`src/common/decodePkg.sv`:
```
/*
 * Decode stage package with widths, opcode and function codes,
 * instruction field positions and the banked stack-pointer mapping
 */
`default_nettype none

package decodePkg;

	// ========================================================================
	// Widths
	// ========================================================================

	localparam int INSN_W = 32;
	// Architectural specifiers reach past 31 for the banked stack pointers
	localparam int AREG_W = 6;
	localparam int FLD_W = 5;
	localparam int IMM_W = 32;

	// Field value naming the stack pointer, and the first banked slot
	localparam logic [FLD_W-1:0] SP_FLD = 5'd31;
	localparam logic [AREG_W-1:0] SP_BASE = 6'd32;

	// ========================================================================
	// Instruction field positions
	// ========================================================================

	localparam int OPC_LSB = 0;
	localparam int OPC_W = 7;
	localparam int RT_LSB = 7;
	localparam int RA_LSB = 12;
	localparam int RB_LSB = 17;
	localparam int RC_LSB = 22;
	localparam int FUNC_LSB = 27;
	localparam int FUNC_W = 3;
	localparam int RCN_BIT = 30;
	localparam int RTN_BIT = 31;
	// The immediate overlays rb, rc, func and both negate bits
	localparam int IMMF_LSB = 17;
	localparam int IMMF_W = 15;

	// ========================================================================
	// Codes
	// ========================================================================

	typedef enum logic [1:0] {
		MODE_USER = 2'd0,
		MODE_SUPER = 2'd1,
		MODE_HYPER = 2'd2,
		MODE_MACHINE = 2'd3
	} opModeE;

	typedef enum logic [6:0] {
		OP_NOP = 7'd0,
		OP_R2 = 7'd2,
		OP_SHIFT = 7'd3,
		OP_ADDI = 7'd4,
		OP_ADDSI = 7'd5,
		OP_ORSI = 7'd6,
		OP_LDO = 7'd16,
		OP_STB = 7'd24,
		OP_STO = 7'd27,
		OP_STX = 7'd28
	} opcodeE;

	// Store functions apply under OP_STX, shift functions under OP_SHIFT
	typedef enum logic [2:0] {
		FN_STX = 3'd0,
		FN_STCTX = 3'd1,
		FN_SHL = 3'd2,
		FN_SHR = 3'd3,
		FN_SHLI = 3'd4,
		FN_SHRI = 3'd5
	} funcE;

	// Register 31 is banked per mode, everything else is zero-extended
	function automatic logic [AREG_W-1:0] spMap(
		input logic [FLD_W-1:0] fld,
		input opModeE mode
	);
		logic [AREG_W-1:0] res;
		if (fld == SP_FLD)
			res = SP_BASE + AREG_W'(mode);
		else
			res = AREG_W'(fld);
		return res;
	endfunction

endpackage

`default_nettype wire

```
`src/decode/decodeCtrl.sv`:
```
/*
 * Decode control holding the stage-1 instruction register,
 * both stage-valid bits and the stage-2 load enable
 */
`timescale 1ns/1ps
`default_nettype none

module decodeCtrl (
	input wire logic clk,
	input wire logic rstN,
	input wire logic insValid,
	input wire logic [decodePkg::INSN_W-1:0] insn,
	input decodePkg::opModeE om,
	input wire logic stall,
	input wire logic flush,
	output logic [decodePkg::INSN_W-1:0] insnQ,
	output decodePkg::opModeE omQ,
	output logic outLoad,
	output logic decValid
);

	// Stage-1 valid, set when an instruction sits in insnQ
	logic v1;

	// Flush beats stall, and stall freezes both stages
	always_ff @(posedge clk)
	begin
		if (!rstN)
		begin
			v1 <= 1'b0;
			decValid <= 1'b0;
		end
		else if (flush)
		begin
			v1 <= 1'b0;
			decValid <= 1'b0;
		end
		else if (!stall)
		begin
			v1 <= insValid;
			decValid <= v1;
		end
	end

	// Only a valid instruction overwrites the held word
	always_ff @(posedge clk)
	begin
		if (!stall && insValid)
		begin
			insnQ <= insn;
			omQ <= om;
		end
	end

	// A flushed instruction must not reach the decoded outputs either
	assign outLoad = v1 & ~stall & ~flush;

endmodule

`default_nettype wire

```
`src/decode/decodeRab.sv`:
```
/*
 * Source register Ra and Rb decoder with stack mapping and zero flags
 */
`timescale 1ns/1ps
`default_nettype none

module decodeRab (
	input wire logic clk,
	input wire logic rstN,
	input wire logic outLoad,
	input wire logic [decodePkg::INSN_W-1:0] insnQ,
	input decodePkg::opModeE omQ,
	output logic [decodePkg::AREG_W-1:0] ra,
	output logic raz,
	output logic [decodePkg::AREG_W-1:0] rb,
	output logic rbz
);

	decodePkg::opcodeE opc;
	decodePkg::funcE fn;
	logic [decodePkg::AREG_W-1:0] raNext;
	logic [decodePkg::AREG_W-1:0] rbNext;

	always_comb
	begin
		opc = decodePkg::opcodeE'(insnQ[decodePkg::OPC_LSB +: decodePkg::OPC_W]);
		fn = decodePkg::funcE'(insnQ[decodePkg::FUNC_LSB +: decodePkg::FUNC_W]);
		// Every opcode reads Ra
		raNext = decodePkg::spMap(insnQ[decodePkg::RA_LSB +: decodePkg::FLD_W], omQ);
		rbNext = '0;
		case (opc)
			decodePkg::OP_R2,
			decodePkg::OP_STX:
				rbNext = decodePkg::spMap(insnQ[decodePkg::RB_LSB +: decodePkg::FLD_W], omQ);
			// Shift by register only, the immediate forms reuse the rb bits
			decodePkg::OP_SHIFT:
				if (fn == decodePkg::FN_SHL || fn == decodePkg::FN_SHR)
					rbNext = decodePkg::spMap(insnQ[decodePkg::RB_LSB +: decodePkg::FLD_W], omQ);
			default:
				rbNext = '0;
		endcase
	end

	always_ff @(posedge clk)
	begin
		if (!rstN)
		begin
			ra <= '0;
			raz <= 1'b0;
			rb <= '0;
			rbz <= 1'b0;
		end
		else if (outLoad)
		begin
			ra <= raNext;
			raz <= (raNext == '0);
			rb <= rbNext;
			rbz <= (rbNext == '0);
		end
	end

endmodule

`default_nettype wire

```
`src/decode/decodeRc.sv`:
```
/*
 * Third source register decoder with its negate and zero flags
 */
`timescale 1ns/1ps
`default_nettype none

module decodeRc (
	input wire logic clk,
	input wire logic rstN,
	input wire logic outLoad,
	input wire logic [decodePkg::INSN_W-1:0] insnQ,
	input decodePkg::opModeE omQ,
	input wire logic immC,
	output logic [decodePkg::AREG_W-1:0] rc,
	output logic rcz,
	output logic rcn
);

	decodePkg::opcodeE opc;
	decodePkg::funcE fn;
	logic [decodePkg::FLD_W-1:0] fld;
	logic forceZero;
	logic rcnNext;
	logic [decodePkg::AREG_W-1:0] rcNext;

	always_comb
	begin
		opc = decodePkg::opcodeE'(insnQ[decodePkg::OPC_LSB +: decodePkg::OPC_W]);
		fn = decodePkg::funcE'(insnQ[decodePkg::FUNC_LSB +: decodePkg::FUNC_W]);
		// The plain rc field is the usual source
		fld = insnQ[decodePkg::RC_LSB +: decodePkg::FLD_W];
		rcnNext = insnQ[decodePkg::RCN_BIT];
		forceZero = 1'b0;
		case (opc)
			// Store data and the short immediates take the third operand from rt
			decodePkg::OP_ADDSI,
			decodePkg::OP_ORSI,
			decodePkg::OP_STB,
			decodePkg::OP_STO:
			begin
				fld = insnQ[decodePkg::RT_LSB +: decodePkg::FLD_W];
				rcnNext = insnQ[decodePkg::RTN_BIT];
			end
			decodePkg::OP_R2,
			decodePkg::OP_SHIFT:
				rcnNext = insnQ[decodePkg::RCN_BIT];
			// Context stores never negate
			decodePkg::OP_STX:
				if (fn == decodePkg::FN_STCTX)
					rcnNext = 1'b0;
			// The immediate covers the rc bits, so no register is read
			default:
				if (immC)
				begin
					forceZero = 1'b1;
					rcnNext = 1'b0;
				end
		endcase
		rcNext = forceZero ? '0 : decodePkg::spMap(fld, omQ);
	end

	always_ff @(posedge clk)
	begin
		if (!rstN)
		begin
			rc <= '0;
			rcz <= 1'b0;
			rcn <= 1'b0;
		end
		else if (outLoad)
		begin
			rc <= rcNext;
			rcz <= (rcNext == '0);
			rcn <= rcnNext;
		end
	end

endmodule

`default_nettype wire

```
`src/decode/decodeRt.sv`:
```
/*
 * Target register decoder with write enable
 */
`timescale 1ns/1ps
`default_nettype none

module decodeRt (
	input wire logic clk,
	input wire logic rstN,
	input wire logic outLoad,
	input wire logic [decodePkg::INSN_W-1:0] insnQ,
	input decodePkg::opModeE omQ,
	output logic [decodePkg::AREG_W-1:0] rt,
	output logic rtWe
);

	decodePkg::opcodeE opc;
	logic [decodePkg::AREG_W-1:0] rtNext;

	always_comb
	begin
		opc = decodePkg::opcodeE'(insnQ[decodePkg::OPC_LSB +: decodePkg::OPC_W]);
		case (opc)
			decodePkg::OP_R2,
			decodePkg::OP_SHIFT,
			decodePkg::OP_ADDI,
			decodePkg::OP_ADDSI,
			decodePkg::OP_ORSI,
			decodePkg::OP_LDO:
				rtNext = decodePkg::spMap(insnQ[decodePkg::RT_LSB +: decodePkg::FLD_W], omQ);
			// Stores use the rt bits as a source, so nothing is written
			decodePkg::OP_NOP,
			decodePkg::OP_STB,
			decodePkg::OP_STO,
			decodePkg::OP_STX:
				rtNext = '0;
			default:
				rtNext = '0;
		endcase
	end

	// Register zero swallows writes
	always_ff @(posedge clk)
	begin
		if (!rstN)
		begin
			rt <= '0;
			rtWe <= 1'b0;
		end
		else if (outLoad)
		begin
			rt <= rtNext;
			rtWe <= (rtNext != '0);
		end
	end

endmodule

`default_nettype wire

```
`src/decode/decodeImm.sv`:
```
/*
 * Immediate decoder with its flag and the Rc-slot-is-immediate indication
 */
`timescale 1ns/1ps
`default_nettype none

module decodeImm (
	input wire logic clk,
	input wire logic rstN,
	input wire logic outLoad,
	input wire logic [decodePkg::INSN_W-1:0] insnQ,
	output logic [decodePkg::IMM_W-1:0] imm,
	output logic hasImm,
	output logic immC
);

	decodePkg::opcodeE opc;
	decodePkg::funcE fn;
	logic [decodePkg::IMMF_W-1:0] immFld;
	logic [decodePkg::IMM_W-1:0] immNext;
	logic hasImmNext;

	always_comb
	begin
		opc = decodePkg::opcodeE'(insnQ[decodePkg::OPC_LSB +: decodePkg::OPC_W]);
		fn = decodePkg::funcE'(insnQ[decodePkg::FUNC_LSB +: decodePkg::FUNC_W]);
		immFld = insnQ[decodePkg::IMMF_LSB +: decodePkg::IMMF_W];
		immNext = '0;
		hasImmNext = 1'b0;
		case (opc)
			decodePkg::OP_ADDI,
			decodePkg::OP_ADDSI,
			decodePkg::OP_ORSI,
			decodePkg::OP_LDO,
			decodePkg::OP_STB,
			decodePkg::OP_STO:
			begin
				immNext = {{(decodePkg::IMM_W - decodePkg::IMMF_W){immFld[decodePkg::IMMF_W-1]}},
					immFld};
				hasImmNext = 1'b1;
			end
			// Shift amount lives in the rb field and is never signed
			decodePkg::OP_SHIFT:
				if (fn == decodePkg::FN_SHLI || fn == decodePkg::FN_SHRI)
				begin
					immNext = decodePkg::IMM_W'(insnQ[decodePkg::RB_LSB +: decodePkg::FLD_W]);
					hasImmNext = 1'b1;
				end
			default:
				hasImmNext = 1'b0;
		endcase
		// Only these two spread the immediate over the rc bits
		immC = (opc == decodePkg::OP_ADDI) || (opc == decodePkg::OP_LDO);
	end

	always_ff @(posedge clk)
	begin
		if (!rstN)
		begin
			imm <= '0;
			hasImm <= 1'b0;
		end
		else if (outLoad)
		begin
			imm <= immNext;
			hasImm <= hasImmNext;
		end
	end

endmodule

`default_nettype wire

```
`src/decode/decodeTop.sv`:
```
/*
 * Register and immediate decode stage, two edges from insValid to decValid
 */
`timescale 1ns/1ps
`default_nettype none

module decodeTop (
	input wire logic clk,
	input wire logic rstN,
	input wire logic insValid,
	input wire logic [decodePkg::INSN_W-1:0] insn,
	input decodePkg::opModeE om,
	input wire logic stall,
	input wire logic flush,
	output logic decValid,
	output logic [decodePkg::AREG_W-1:0] ra,
	output logic raz,
	output logic [decodePkg::AREG_W-1:0] rb,
	output logic rbz,
	output logic [decodePkg::AREG_W-1:0] rc,
	output logic rcz,
	output logic rcn,
	output logic [decodePkg::AREG_W-1:0] rt,
	output logic rtWe,
	output logic [decodePkg::IMM_W-1:0] imm,
	output logic hasImm
);

	// ========================================================================
	// Stage 1 to stage 2 wiring
	// ========================================================================

	logic [decodePkg::INSN_W-1:0] insnQ;
	decodePkg::opModeE omQ;
	logic outLoad;
	// Immediate decoder tells Rc that its slot is taken
	logic immC;

	decodeCtrl uCtrl (
		.clk      (clk),
		.rstN     (rstN),
		.insValid (insValid),
		.insn     (insn),
		.om       (om),
		.stall    (stall),
		.flush    (flush),
		.insnQ    (insnQ),
		.omQ      (omQ),
		.outLoad  (outLoad),
		.decValid (decValid)
	);

	decodeRab uRab (.clk(clk), .rstN(rstN), .outLoad(outLoad), .insnQ(insnQ), .omQ(omQ),
		.ra(ra), .raz(raz), .rb(rb), .rbz(rbz));

	decodeRc uRc (.clk(clk), .rstN(rstN), .outLoad(outLoad), .insnQ(insnQ), .omQ(omQ),
		.immC(immC), .rc(rc), .rcz(rcz), .rcn(rcn));

	decodeRt uRt (.clk(clk), .rstN(rstN), .outLoad(outLoad), .insnQ(insnQ), .omQ(omQ),
		.rt(rt), .rtWe(rtWe));

	decodeImm uImm (.clk(clk), .rstN(rstN), .outLoad(outLoad), .insnQ(insnQ),
		.imm(imm), .hasImm(hasImm), .immC(immC));

endmodule

`default_nettype wire

```
`config.mk`:
```
export PLATFORM = sky130hd
export DESIGN_NAME = decodeTop
export DESIGN_NICKNAME = d
export VERILOG_FILES = /design/src/common/decodePkg.sv /design/src/decode/decodeCtrl.sv /design/src/decode/decodeRab.sv /design/src/decode/decodeRc.sv /design/src/decode/decodeRt.sv /design/src/decode/decodeImm.sv /design/src/decode/decodeTop.sv
export SDC_FILE = /design/constraint.sdc
export NUM_CORES = 1
export LEC_CHECK = 0
export BUFFER_PORTS_ARGS = -buffer_cell sky130_fd_sc_hd__buf_2
export CAP_MARGIN = 20
export CORE_MARGIN = 5
export CORE_UTILIZATION = 53
export CTS_BUF_LIST = sky130_fd_sc_hd__clkbuf_8
export CTS_CLUSTER_DIAMETER = 40
export DETAILED_ROUTE_END_ITERATION = 16
export HOLD_SLACK_MARGIN = 0.05
export PLACE_DENSITY = 0.89
export SYNTH_ARGS = -nofsm -noshare
export SYNTH_HDL_FRONTEND = slang
export SYNTH_SLANG_ARGS = --single-unit
```
`constraint.sdc`:
```
create_clock -name clk -period 2.8 [get_ports clk]
set_input_delay 0.56 -clock clk [delete_from_list [all_inputs] [get_ports clk]]
set_output_delay 0.56 -clock clk [all_outputs]
set_load 0.02 [all_outputs]
```
* Word level (Yosys, flattened, before mapping)
Index checks and enable logic that the tools add are counted.
** Storage, ports and cells
- Register bits :: 98
- Latch bits :: 0
- Memory bits (writable) :: 0
- Memory bits (read-only) :: 0
- Bits of input ports :: 39
- Memories kept :: 0
** Operators by class
- $add $sub $neg :: 1
- Multiply operators :: 0
- Divide/modulo/power cells :: 0
- $lt $le $gt $ge :: 0
- Equality and inequality tests :: 18
- Shift-type cells :: 0
- Mux-type cells :: 18
- Bitwise logic cells :: 5
- Reductions and logical operators :: 16
** Operator list (count)
- $pmux W32 S2 :: 1
- $mux W6 :: 7
- $eq A7 B5 Y1 const B :: 4
- $eq A7 B3 Y1 const B :: 3
- $eq A5 B5 Y1 const B :: 4
- $logic_not A6 Y1 :: 3
- $eq A7 B2 Y1 const B :: 2
- $pmux W6 S2 :: 1
- $reduce_or A6 Y1 :: 2
- $mux W5 :: 2
- $reduce_or A7 Y1 :: 1
- $add A6 B2 Y6 const A :: 1
- $eq A3 B2 Y1 const B :: 2
- $eq A3 B3 Y1 const B :: 2
- $reduce_bool A6 Y1 :: 1
- $reduce_or A2 Y1 :: 3
- $mux W1 :: 5
- $reduce_or A4 Y1 :: 1
- $eq A3 B1 Y1 const B :: 1
- $logic_or A1 B1 Y1 :: 3
- $not A1 Y1 :: 3
- $pmux W1 S3 :: 1
- $and A1 B1 Y1 :: 2
- $pmux W1 S2 :: 1
- 2 further kinds :: 2

* Longest topological paths before layout
Gate-level depths: netlist (run 1).
- Depth after elaboration :: 7
- Depth in mapped cells :: 8

* By module
Synthesis (run 1) repeated with hierarchy kept, for this count alone.
** Unflattened totals
- Cells, all modules :: 390
- Area total of the unflattened synthesis :: 3975.1 um^2
** Modules (own cells, without submodules)
- decodeCtrl :: times used 1, cells each 44, area each 1106.1 um^2, sequential area each 1061.0 um^2
- decodeImm :: times used 1, cells each 104, area each 912.1 um^2, sequential area each 320.3 um^2
- decodeRc :: times used 1, cells each 120, area each 868.3 um^2, sequential area each 160.2 um^2
- decodeRab :: times used 1, cells each 77, area each 675.6 um^2, sequential area each 280.3 um^2
- decodeRt :: times used 1, cells each 45, area each 412.9 um^2, sequential area each 140.1 um^2

* Least setup slack after synthesis (run 1)
Ideal clock, no wire load.
- Path kind :: input port to flip-flop
- Start :: in stall
- End :: reg uCtrl.insnQ[0] in the netlist's numbering (enable)
- Setup time :: 0.431 ns
- Data arrival time :: 2.132 ns
- Setup slack :: 0.236 ns
- Stages on the path :: 1
- Buffers on the path :: 0
- Path through :: nor2b_1
** Between the ends
- Cells in the longest elaborated chain, start to end :: 2
** RTL lines
- start: declaration :: RTL line decodeTop.sv:13 : input wire logic stall,
- $logic_not A1 Y1
- $logic_and A1 B1 Y1 :: RTL line decodeCtrl.sv:48 : if (!stall && insValid)
- end signal: assignment :: RTL line decodeCtrl.sv:50 : insnQ <= insn;
- end: declaration :: RTL line decodeCtrl.sv:16 : output logic [decodePkg::INSN_W-1:0] insnQ,
Every way passes these cells.
A chain may end at the register's enable or synchronous reset.

* Final worst setup path (run 1)
- Start :: reg uCtrl.insnQ[4] in the netlist's numbering
- End :: reg uImm.imm[4] in the netlist's numbering
** Between the ends
- Cells in the longest elaborated chain, start to end :: 3
- Elaborated cells on any way between the ends :: 9
- Classes of those cells :: eq/ne (7); mux (1); reduce/logical (1)
** RTL lines
- $eq A7 B3 Y1 or $eq A7 B5 Y1 (tied branches) :: RTL line decodeImm.sv:30 : case (opc)
- $reduce_or A6 Y1 :: RTL line decodeImm.sv:30
- $pmux W32 S2 * :: RTL line decodeImm.sv:30
- end signal: assignment :: RTL line decodeImm.sv:65 : imm <= immNext;
- end: declaration :: RTL line decodeImm.sv:12 : output logic [decodePkg::IMM_W-1:0] imm,
Every way passes the cells marked *; elsewhere a longest branch is shown, timed or not.

==> results.md, run 1 <==
- Status: finished clean
- Pleak: ~0.0017 uW
- H-tree depth: 3
- Share of the synthesized area in the top cell type: between 30% and 40%
- Vias/cell: between 5 and 6
- Core area: between 0.006 and 0.007 mm^2
- Unrepaired setup endpoints after global routing: false
- Residual DRC count: 0
- Critical Path RT: a little over 3000 ps
- Register area share after synthesis: between 50% and 60%
- CTS buffer count: 9
- Total Routing Usage GR: 18.9%
- Gr ovfl total: 0
- Post-CTS sizing: 0
- Die H: roughly 90 um
- Cts hold-fix bufs: 0
- Largest cells by area after synthesis: edfxtp_1, dfxtp_1, nor2b_1
- Root buf cell: clkbuf_8
- Hold Violations, Final: 0
- Drt pass-1 iters: 4
- Die width: a little under 90 um
- FF+latch count, synth: 81
- Critical-path top delay cell: edfxtp_1
- Synth Area in Simple Gates: 18.1%
- Met3 routed WL: ~520 um
- Multi-input gate area: 0.00118 mm^2
- Rows: 29
- Clock-pin slew on the worst setup and hold paths: 80 ps
- Area delta synth->final: 19.9%
- RePlAce Congestion: between 0.8 and 0.9
- Fill cells: roughly 500
- Synth Flop Type: dfxtp_1
- Worst reg2reg path depth: 6
- Synth area leader: edfxtp_1
- Final Setup Violations: 0
- Compound-gate portion of the synthesized area: 14.1%
- Headroom to the max-slew limit: a little under three fifths
- Dpl cell area: approximately 0.0038 mm^2
- Routed wl met2: just under 4 mm
- Fin crit share: 76.7%
- CP endpoint kind: flip-flop
- Post-synthesis cell count: between 200 and 300
- Max-cap violations: 0
- Top delay family on crit path: simple AND/OR/NAND/NOR gates
- Mapped Nets: 338
- Min cycle time layout: around 2100 ps
- Register-to-register setup slack: 650 ps
- Antenna-violating nets left: 0
- Commonest cells post-synth: dfxtp_1, edfxtp_1, nor2b_1, nand2_1, buf_4
- CP endpoint: uImm.imm[4]
- CTS tree: done
- Number of synthesized flops with an enable pin: 34
- Critical Path Start Type: flip-flop
- Area share of fa/ha/maj cells after synthesis: 0%
- First-pass GRT wire length: between 10 and 15 mm
- Max Used Layer: met4
- CP Class: flip-flop to flip-flop
- Post-DP HPWL: 5.46 mm
- # IOs: around 100
- Avg WL per Cell: approximately 16 um
- Mux cell area share after synthesis: 2.28%
- # diodes: 0
- Post-Route WL: between 7 and 8 mm
- CTS sink count: 81
- Layout cells sized above 1: about 34%
- Synth Area in XOR/XNOR: 0.786%
- Clk_lat worst skew: around 350 ps
- Yosys warns: 0
- WP buf/inv: 0
- Die footprint: 0.00800 mm^2
- Vias in the first global route: approximately 2400
- Worst hold path class: primary input to flip-flop
- Synthesized area: ~0.0033 mm^2
- Largest net degree at the start of global routing: 48
- Port bufs: around 100
- Vias: around 2500
- FMAX: roughly 470 MHz
- Count of unique library cells instantiated by Yosys: 46
- R2r startpoint: uCtrl.insnQ[4]
- Largest family of logic cells by synthesized area: simple AND/OR/NAND/NOR gates
- Final core utilization: 64.2%
- Pwr per Cell Area: about 580 mW/mm^2
- Worst Path Arrival: 2440 ps
- Sequential cell area: between 0.0015 and 0.002 mm^2
- Critical Path Stages: 6
- Initial antenna violation count: 0
- Max Fanout on Critical Path: 7
- Starting Density: between 50% and 60%
- Setup_tns: 0 ps
- Max IR drop VDD: 486 uV
- Top-count cell post-synth: dfxtp_1
- Setup Buffers After CTS: 0
- Slew Limit Fails: 0
- R2R Path End: uImm.imm[4]
- Clock Skew: roughly 10 ps
- Nets: approximately 420
- Worst path max stage delay: ~500 ps
- Crit-path cells: nand2b_1, or3b_1, or3_1, a21oi_2, a22oi_1, nor2b_1
- Clock Path Buffers: 2
- Synth Area per Inst: 11.2 um^2
- Design area: roughly 0.0040 mm^2
- Worst slew pin tran: approximately 650 ps
- Met1 wire length: 2.86 mm
- Drt initial violations: roughly 140
- Synth async-reset ratio: 0%
- Crit path from: uCtrl.insnQ[4]
[through the flow]
step / power (uW) / hold slack [ps] / setup WS [ps] / std cells
after floorplan: 1390 / 457 / 236 / 299
after global placement: 1440 / 437 / 657 / 451
after detailed placement: 1450 / 448 / 577 / 451
after CTS: 2330 / 369 / 647 / 467
after global routing: 2400 / 354 / 504 / 467
final: 2310 / 380 / 651 / 467
[logic make-up (layout without fill, tap and decap cells)]
group,count (synthesis),in the layout
buffers and inverters,34,125
flip-flops,81,81
AO/OA/AOI/OAI,69,69
AND/OR/NAND/NOR,105,105
multiplexers,7,7
XOR/XNOR,3,3
[where the power goes]
group	switching, uW	total, uW	internal [uW]
Combinational	57.6	113	55.2
Sequential	36.2	1310	1270
Clock	393	889	495
[layer usage]
layer / up-vias / track usage (%)
met3: 12 / 7.10
met4: 0 / 6.50
met1: 1192 / 21.3
met5: - / 0
li1: 1226 / -
met2: 92 / 32.8
[cell type report]
class | count | area share, %
clock buffers | 9 | 3.09
clock inverters | 7 | 2.18
inverters | 2 | 0.187
multi-input cells | 184 | 29.5
flip-flops and latches | 81 | 48.9
well taps | 77 | 2.40
repair buffers | 107 | 13.7
[registers in the layout, indices dropped and copies added, names as in the netlist]
name	flops
uRt.rtWe	1
uImm.imm	15
uRab.raz	1
uRab.rb	6
uRc.rcz	1
uCtrl.v1	1
uImm.hasImm	1
uCtrl.insnQ	32
uRab.rbz	1
uCtrl.omQ	2
uRt.rt	6
uRc.rc	6
uRab.ra	6
uRc.rcn	1
uCtrl.decValid	1
[placed cells by master (no fill, tap or decap), drive strengths merged, types with 7 or more instances in the layout]
| cell | n |
|---|---|
| edfxtp | 34 |
| buf | 107 |
| o21ai | 16 |
| a22oi | 18 |
| a21oi | 11 |
| nor2 | 9 |
| nand2 | 24 |
| dfxtp | 47 |
| nor3 | 7 |
| nor2b | 30 |
| a21boi | 11 |
| clkbuf | 9 |
[worst min-delay path by stage]
stage	startpoint	end	slack [ps]	depth (start not counted)
global placement	uRt.rt[5]	uRt.rt[5]	440	2
floorplan	uCtrl.v1	uCtrl.v1	460	2
detailed placement	uRt.rt[5]	uRt.rt[5]	450	2
finish	insn[21]	uCtrl.insnQ[21]	380	1
CTS	insn[8]	uCtrl.insnQ[8]	370	1
global route	insn[8]	uCtrl.insnQ[8]	350	1
Note: power is estimated with default switching activity, not from simulation.
==> run 2: changes to the inputs <==
==> constraint.sdc (replaced) <==
create_clock -name clk -period 2.2 [get_ports clk]
set_input_delay 0.44 -clock clk [delete_from_list [all_inputs] [get_ports clk]]
set_output_delay 0.44 -clock clk [all_outputs]
set_load 0.02 [all_outputs]
==> results.md, run 2 (synthesized netlist as in run 1, its figures left out) <==
- Layout cells sized above 1: 34.4% (+0.088 points)
- Critical Path RT: 2460 ps (-630 ps)
- Non-filler instance count after layout: 466 (-0.21%)
- Post-CTS sizing: 0 (unchanged)
- Leading cell types in the layout, fill and taps excluded: buf_2, dfxtp_1, edfxtp_1, nor2b_1, nand2_1
- Min-Delay Startpoint: insn[7]
- # IOs: 102 (unchanged)
- Drt pass-1 iters: 6 (+2)
- Clk_lat worst skew: 340 ps (about the same)
- First-pass GRT wire length: 11.6 mm (+2.2%)
- R2R Path End: uRt.rt[0]
- CP Class: flip-flop to flip-flop
- Setup Buffers After CTS: 0 (unchanged)
- Hold Path Sink: uCtrl.insnQ[7]
- Nets: 423 (-0.24%)
- Drt initial violations: 128 (-7.9%)
- H-tree depth: 3 (unchanged)
- Top delay family on crit path: simple AND/OR/NAND/NOR gates
- Dpl cell area: 0.00379 mm^2 (-0.20%)
- Slew Limit Fails: 0 (unchanged)
- Max-cap violations: 0 (unchanged)
- WHS Path Cells: 1 (unchanged)
- CTS sink count: 81 (unchanged)
- Place WS: 147 ps (-430 ps)
- Critical-path top delay cell: or3b_2
- Post-DP HPWL: 5.30 mm (-3.0%)
- Post-Route WL: 7.40 mm (about the same)
- Area delta synth->final: 21.1%
- Avg WL per Cell: 15.9 um (+0.13%)
- Crit-path cells: or3b_2, a21oi_1, o21ai_0, nor2_1, o211ai_1, a21boi_0
- Largest net degree at the start of global routing: 48 (unchanged)
- Hold Violations, Final: 0 (unchanged)
- Core area: 0.00624 mm^2 (unchanged)
- FMAX: 479 MHz (+2.8%)
- Critical Path Start Type: flip-flop
- WP buf/inv: 0 (unchanged)
- Final worst setup slack: 110 ps (-541 ps)
- Status: finished clean
- CP endpoint kind: flip-flop
- Register-to-register setup slack: 110 ps (-540 ps)
- Pleak: 0.00167 uW (+0.42%)
- Die width: 89.4 um (unchanged)
- Clock-pin slew on the worst setup and hold paths: 80 ps (about the same)
- Clock Skew: 10.9 ps (+0.964 ps)
- Clock Path Buffers: 2 (unchanged)
- Worst Path Arrival: 2350 ps (-90 ps)
- Starting Density: 53.6% (unchanged)
- Cts hold-fix bufs: 0 (unchanged)
- Max reg flops: 32 (unchanged)
- Vias/cell: 5.43 (+0.49%)
- Max IR drop VDD: 619 uV (+27%)
- Unrepaired setup endpoints after global routing: true
- CTS tree: done
- Post-placement cell count: 450 (-0.22%)
- Die H: 89.4 um (unchanged)
- Headroom to the max-slew limit: 56.8% (+0.26 points)
- CTS buffer count: 9 (unchanged)
- R2r startpoint: uCtrl.insnQ[1]
- Fin crit share: 95.0% (+18 points)
- Vias: 2529 (+0.28%)
- Final core utilization: 64.9% (+0.68 points)
- RePlAce Congestion: 0.876 (+3.9%)
- Initial antenna violation count: 0 (unchanged)
- Worst reg2reg path depth: 6 (unchanged)
- Biggest regs: uCtrl.insnQ: 32 flops, uImm.imm: 15 flops
- Root buf cell: clkbuf_8
- Rows: 29 (unchanged)
- Vias in the first global route: 2414 (-0.41%)
- Port bufs: 101 (unchanged)
- Min cycle time layout: 2090 ps (-59.4 ps)
- Gr ovfl total: 0 (unchanged)
- Worst hold path class: primary input to flip-flop
- Pwr per Cell Area: 762 mW/mm^2 (+32%)
- Worst path max stage delay: 520 ps (+30 ps)
- Antenna-violating nets left: 0 (unchanged)
- Final Setup Violations: 0 (unchanged)
- Residual DRC count: 0 (unchanged)
- Total Routing Usage GR: 19.3% (+0.37 points)
- # diodes: 0 (unchanged)
- Die footprint: 0.00800 mm^2 (unchanged)
- Design area: 0.00405 mm^2 (+1.1%)
- Most common cell after layout, fill and taps aside: buf_2
- Worst slew pin tran: 648 ps (-3.85 ps)
- Max Fanout on Critical Path: 8 (+1)
- Top reg by flops: uCtrl.insnQ
==> run 2: power breakdown <==
part           leakage, uW  internal (uW)  switching, uW  total [uW]
registers         0.000698           1620           48.8        1670
clock network     0.000125            756            525        1280
logic             0.000848           69.2           71.7         141
total              0.00167           2440            645        3090
==> run 2: metal layers <==
layer,GRT usage [%],vias up,wire (um)
li1,-,1233,-
met1,24.5,1183,3100
met2,31.3,98,3670
met3,3.32,15,430
met4,10.3,0,196
met5,0,-,0
==> run 2: stage by stage <==
stage,hold slack [ps],setup TNS (ps),total power [uW]
floorplan,457,0,1770
global placement,446,0,1830
detailed placement,455,0,1840
CTS,254,0,3110
global route,247,-6.87,3200
finish,269,0,3090
==> run 2: final cells by class <==
| type | instances | area (um^2) |
|---|---|---|
| fill | 504 | 2190 |
| sequential | 81 | 1960 |
| multi-input combinational | 184 | 1200 |
| timing repair buffer | 106 | 543 |
| clock buffer | 9 | 124 |
| clock inverter | 7 | 120 |
| tap | 77 | 96.3 |
| inverter | 2 | 7.51 |
==> run 2: worst max-delay path by stage <==
stage / startpoint / to / cells after the start
6_report: uCtrl.insnQ[1] / uRt.rt[0] / 6
5_1_grt: uCtrl.insnQ[3] / uImm.imm[0] / 6
4_1_cts: uCtrl.insnQ[1] / uImm.imm[30] / 6
3_5_place_dp: uCtrl.insnQ[1] / uImm.imm[30] / 6
3_3_place_gp: uCtrl.insnQ[4] / uImm.imm[3] / 6
2_1_floorplan: uCtrl.insnQ[4] / uImm.imm[0] / 6
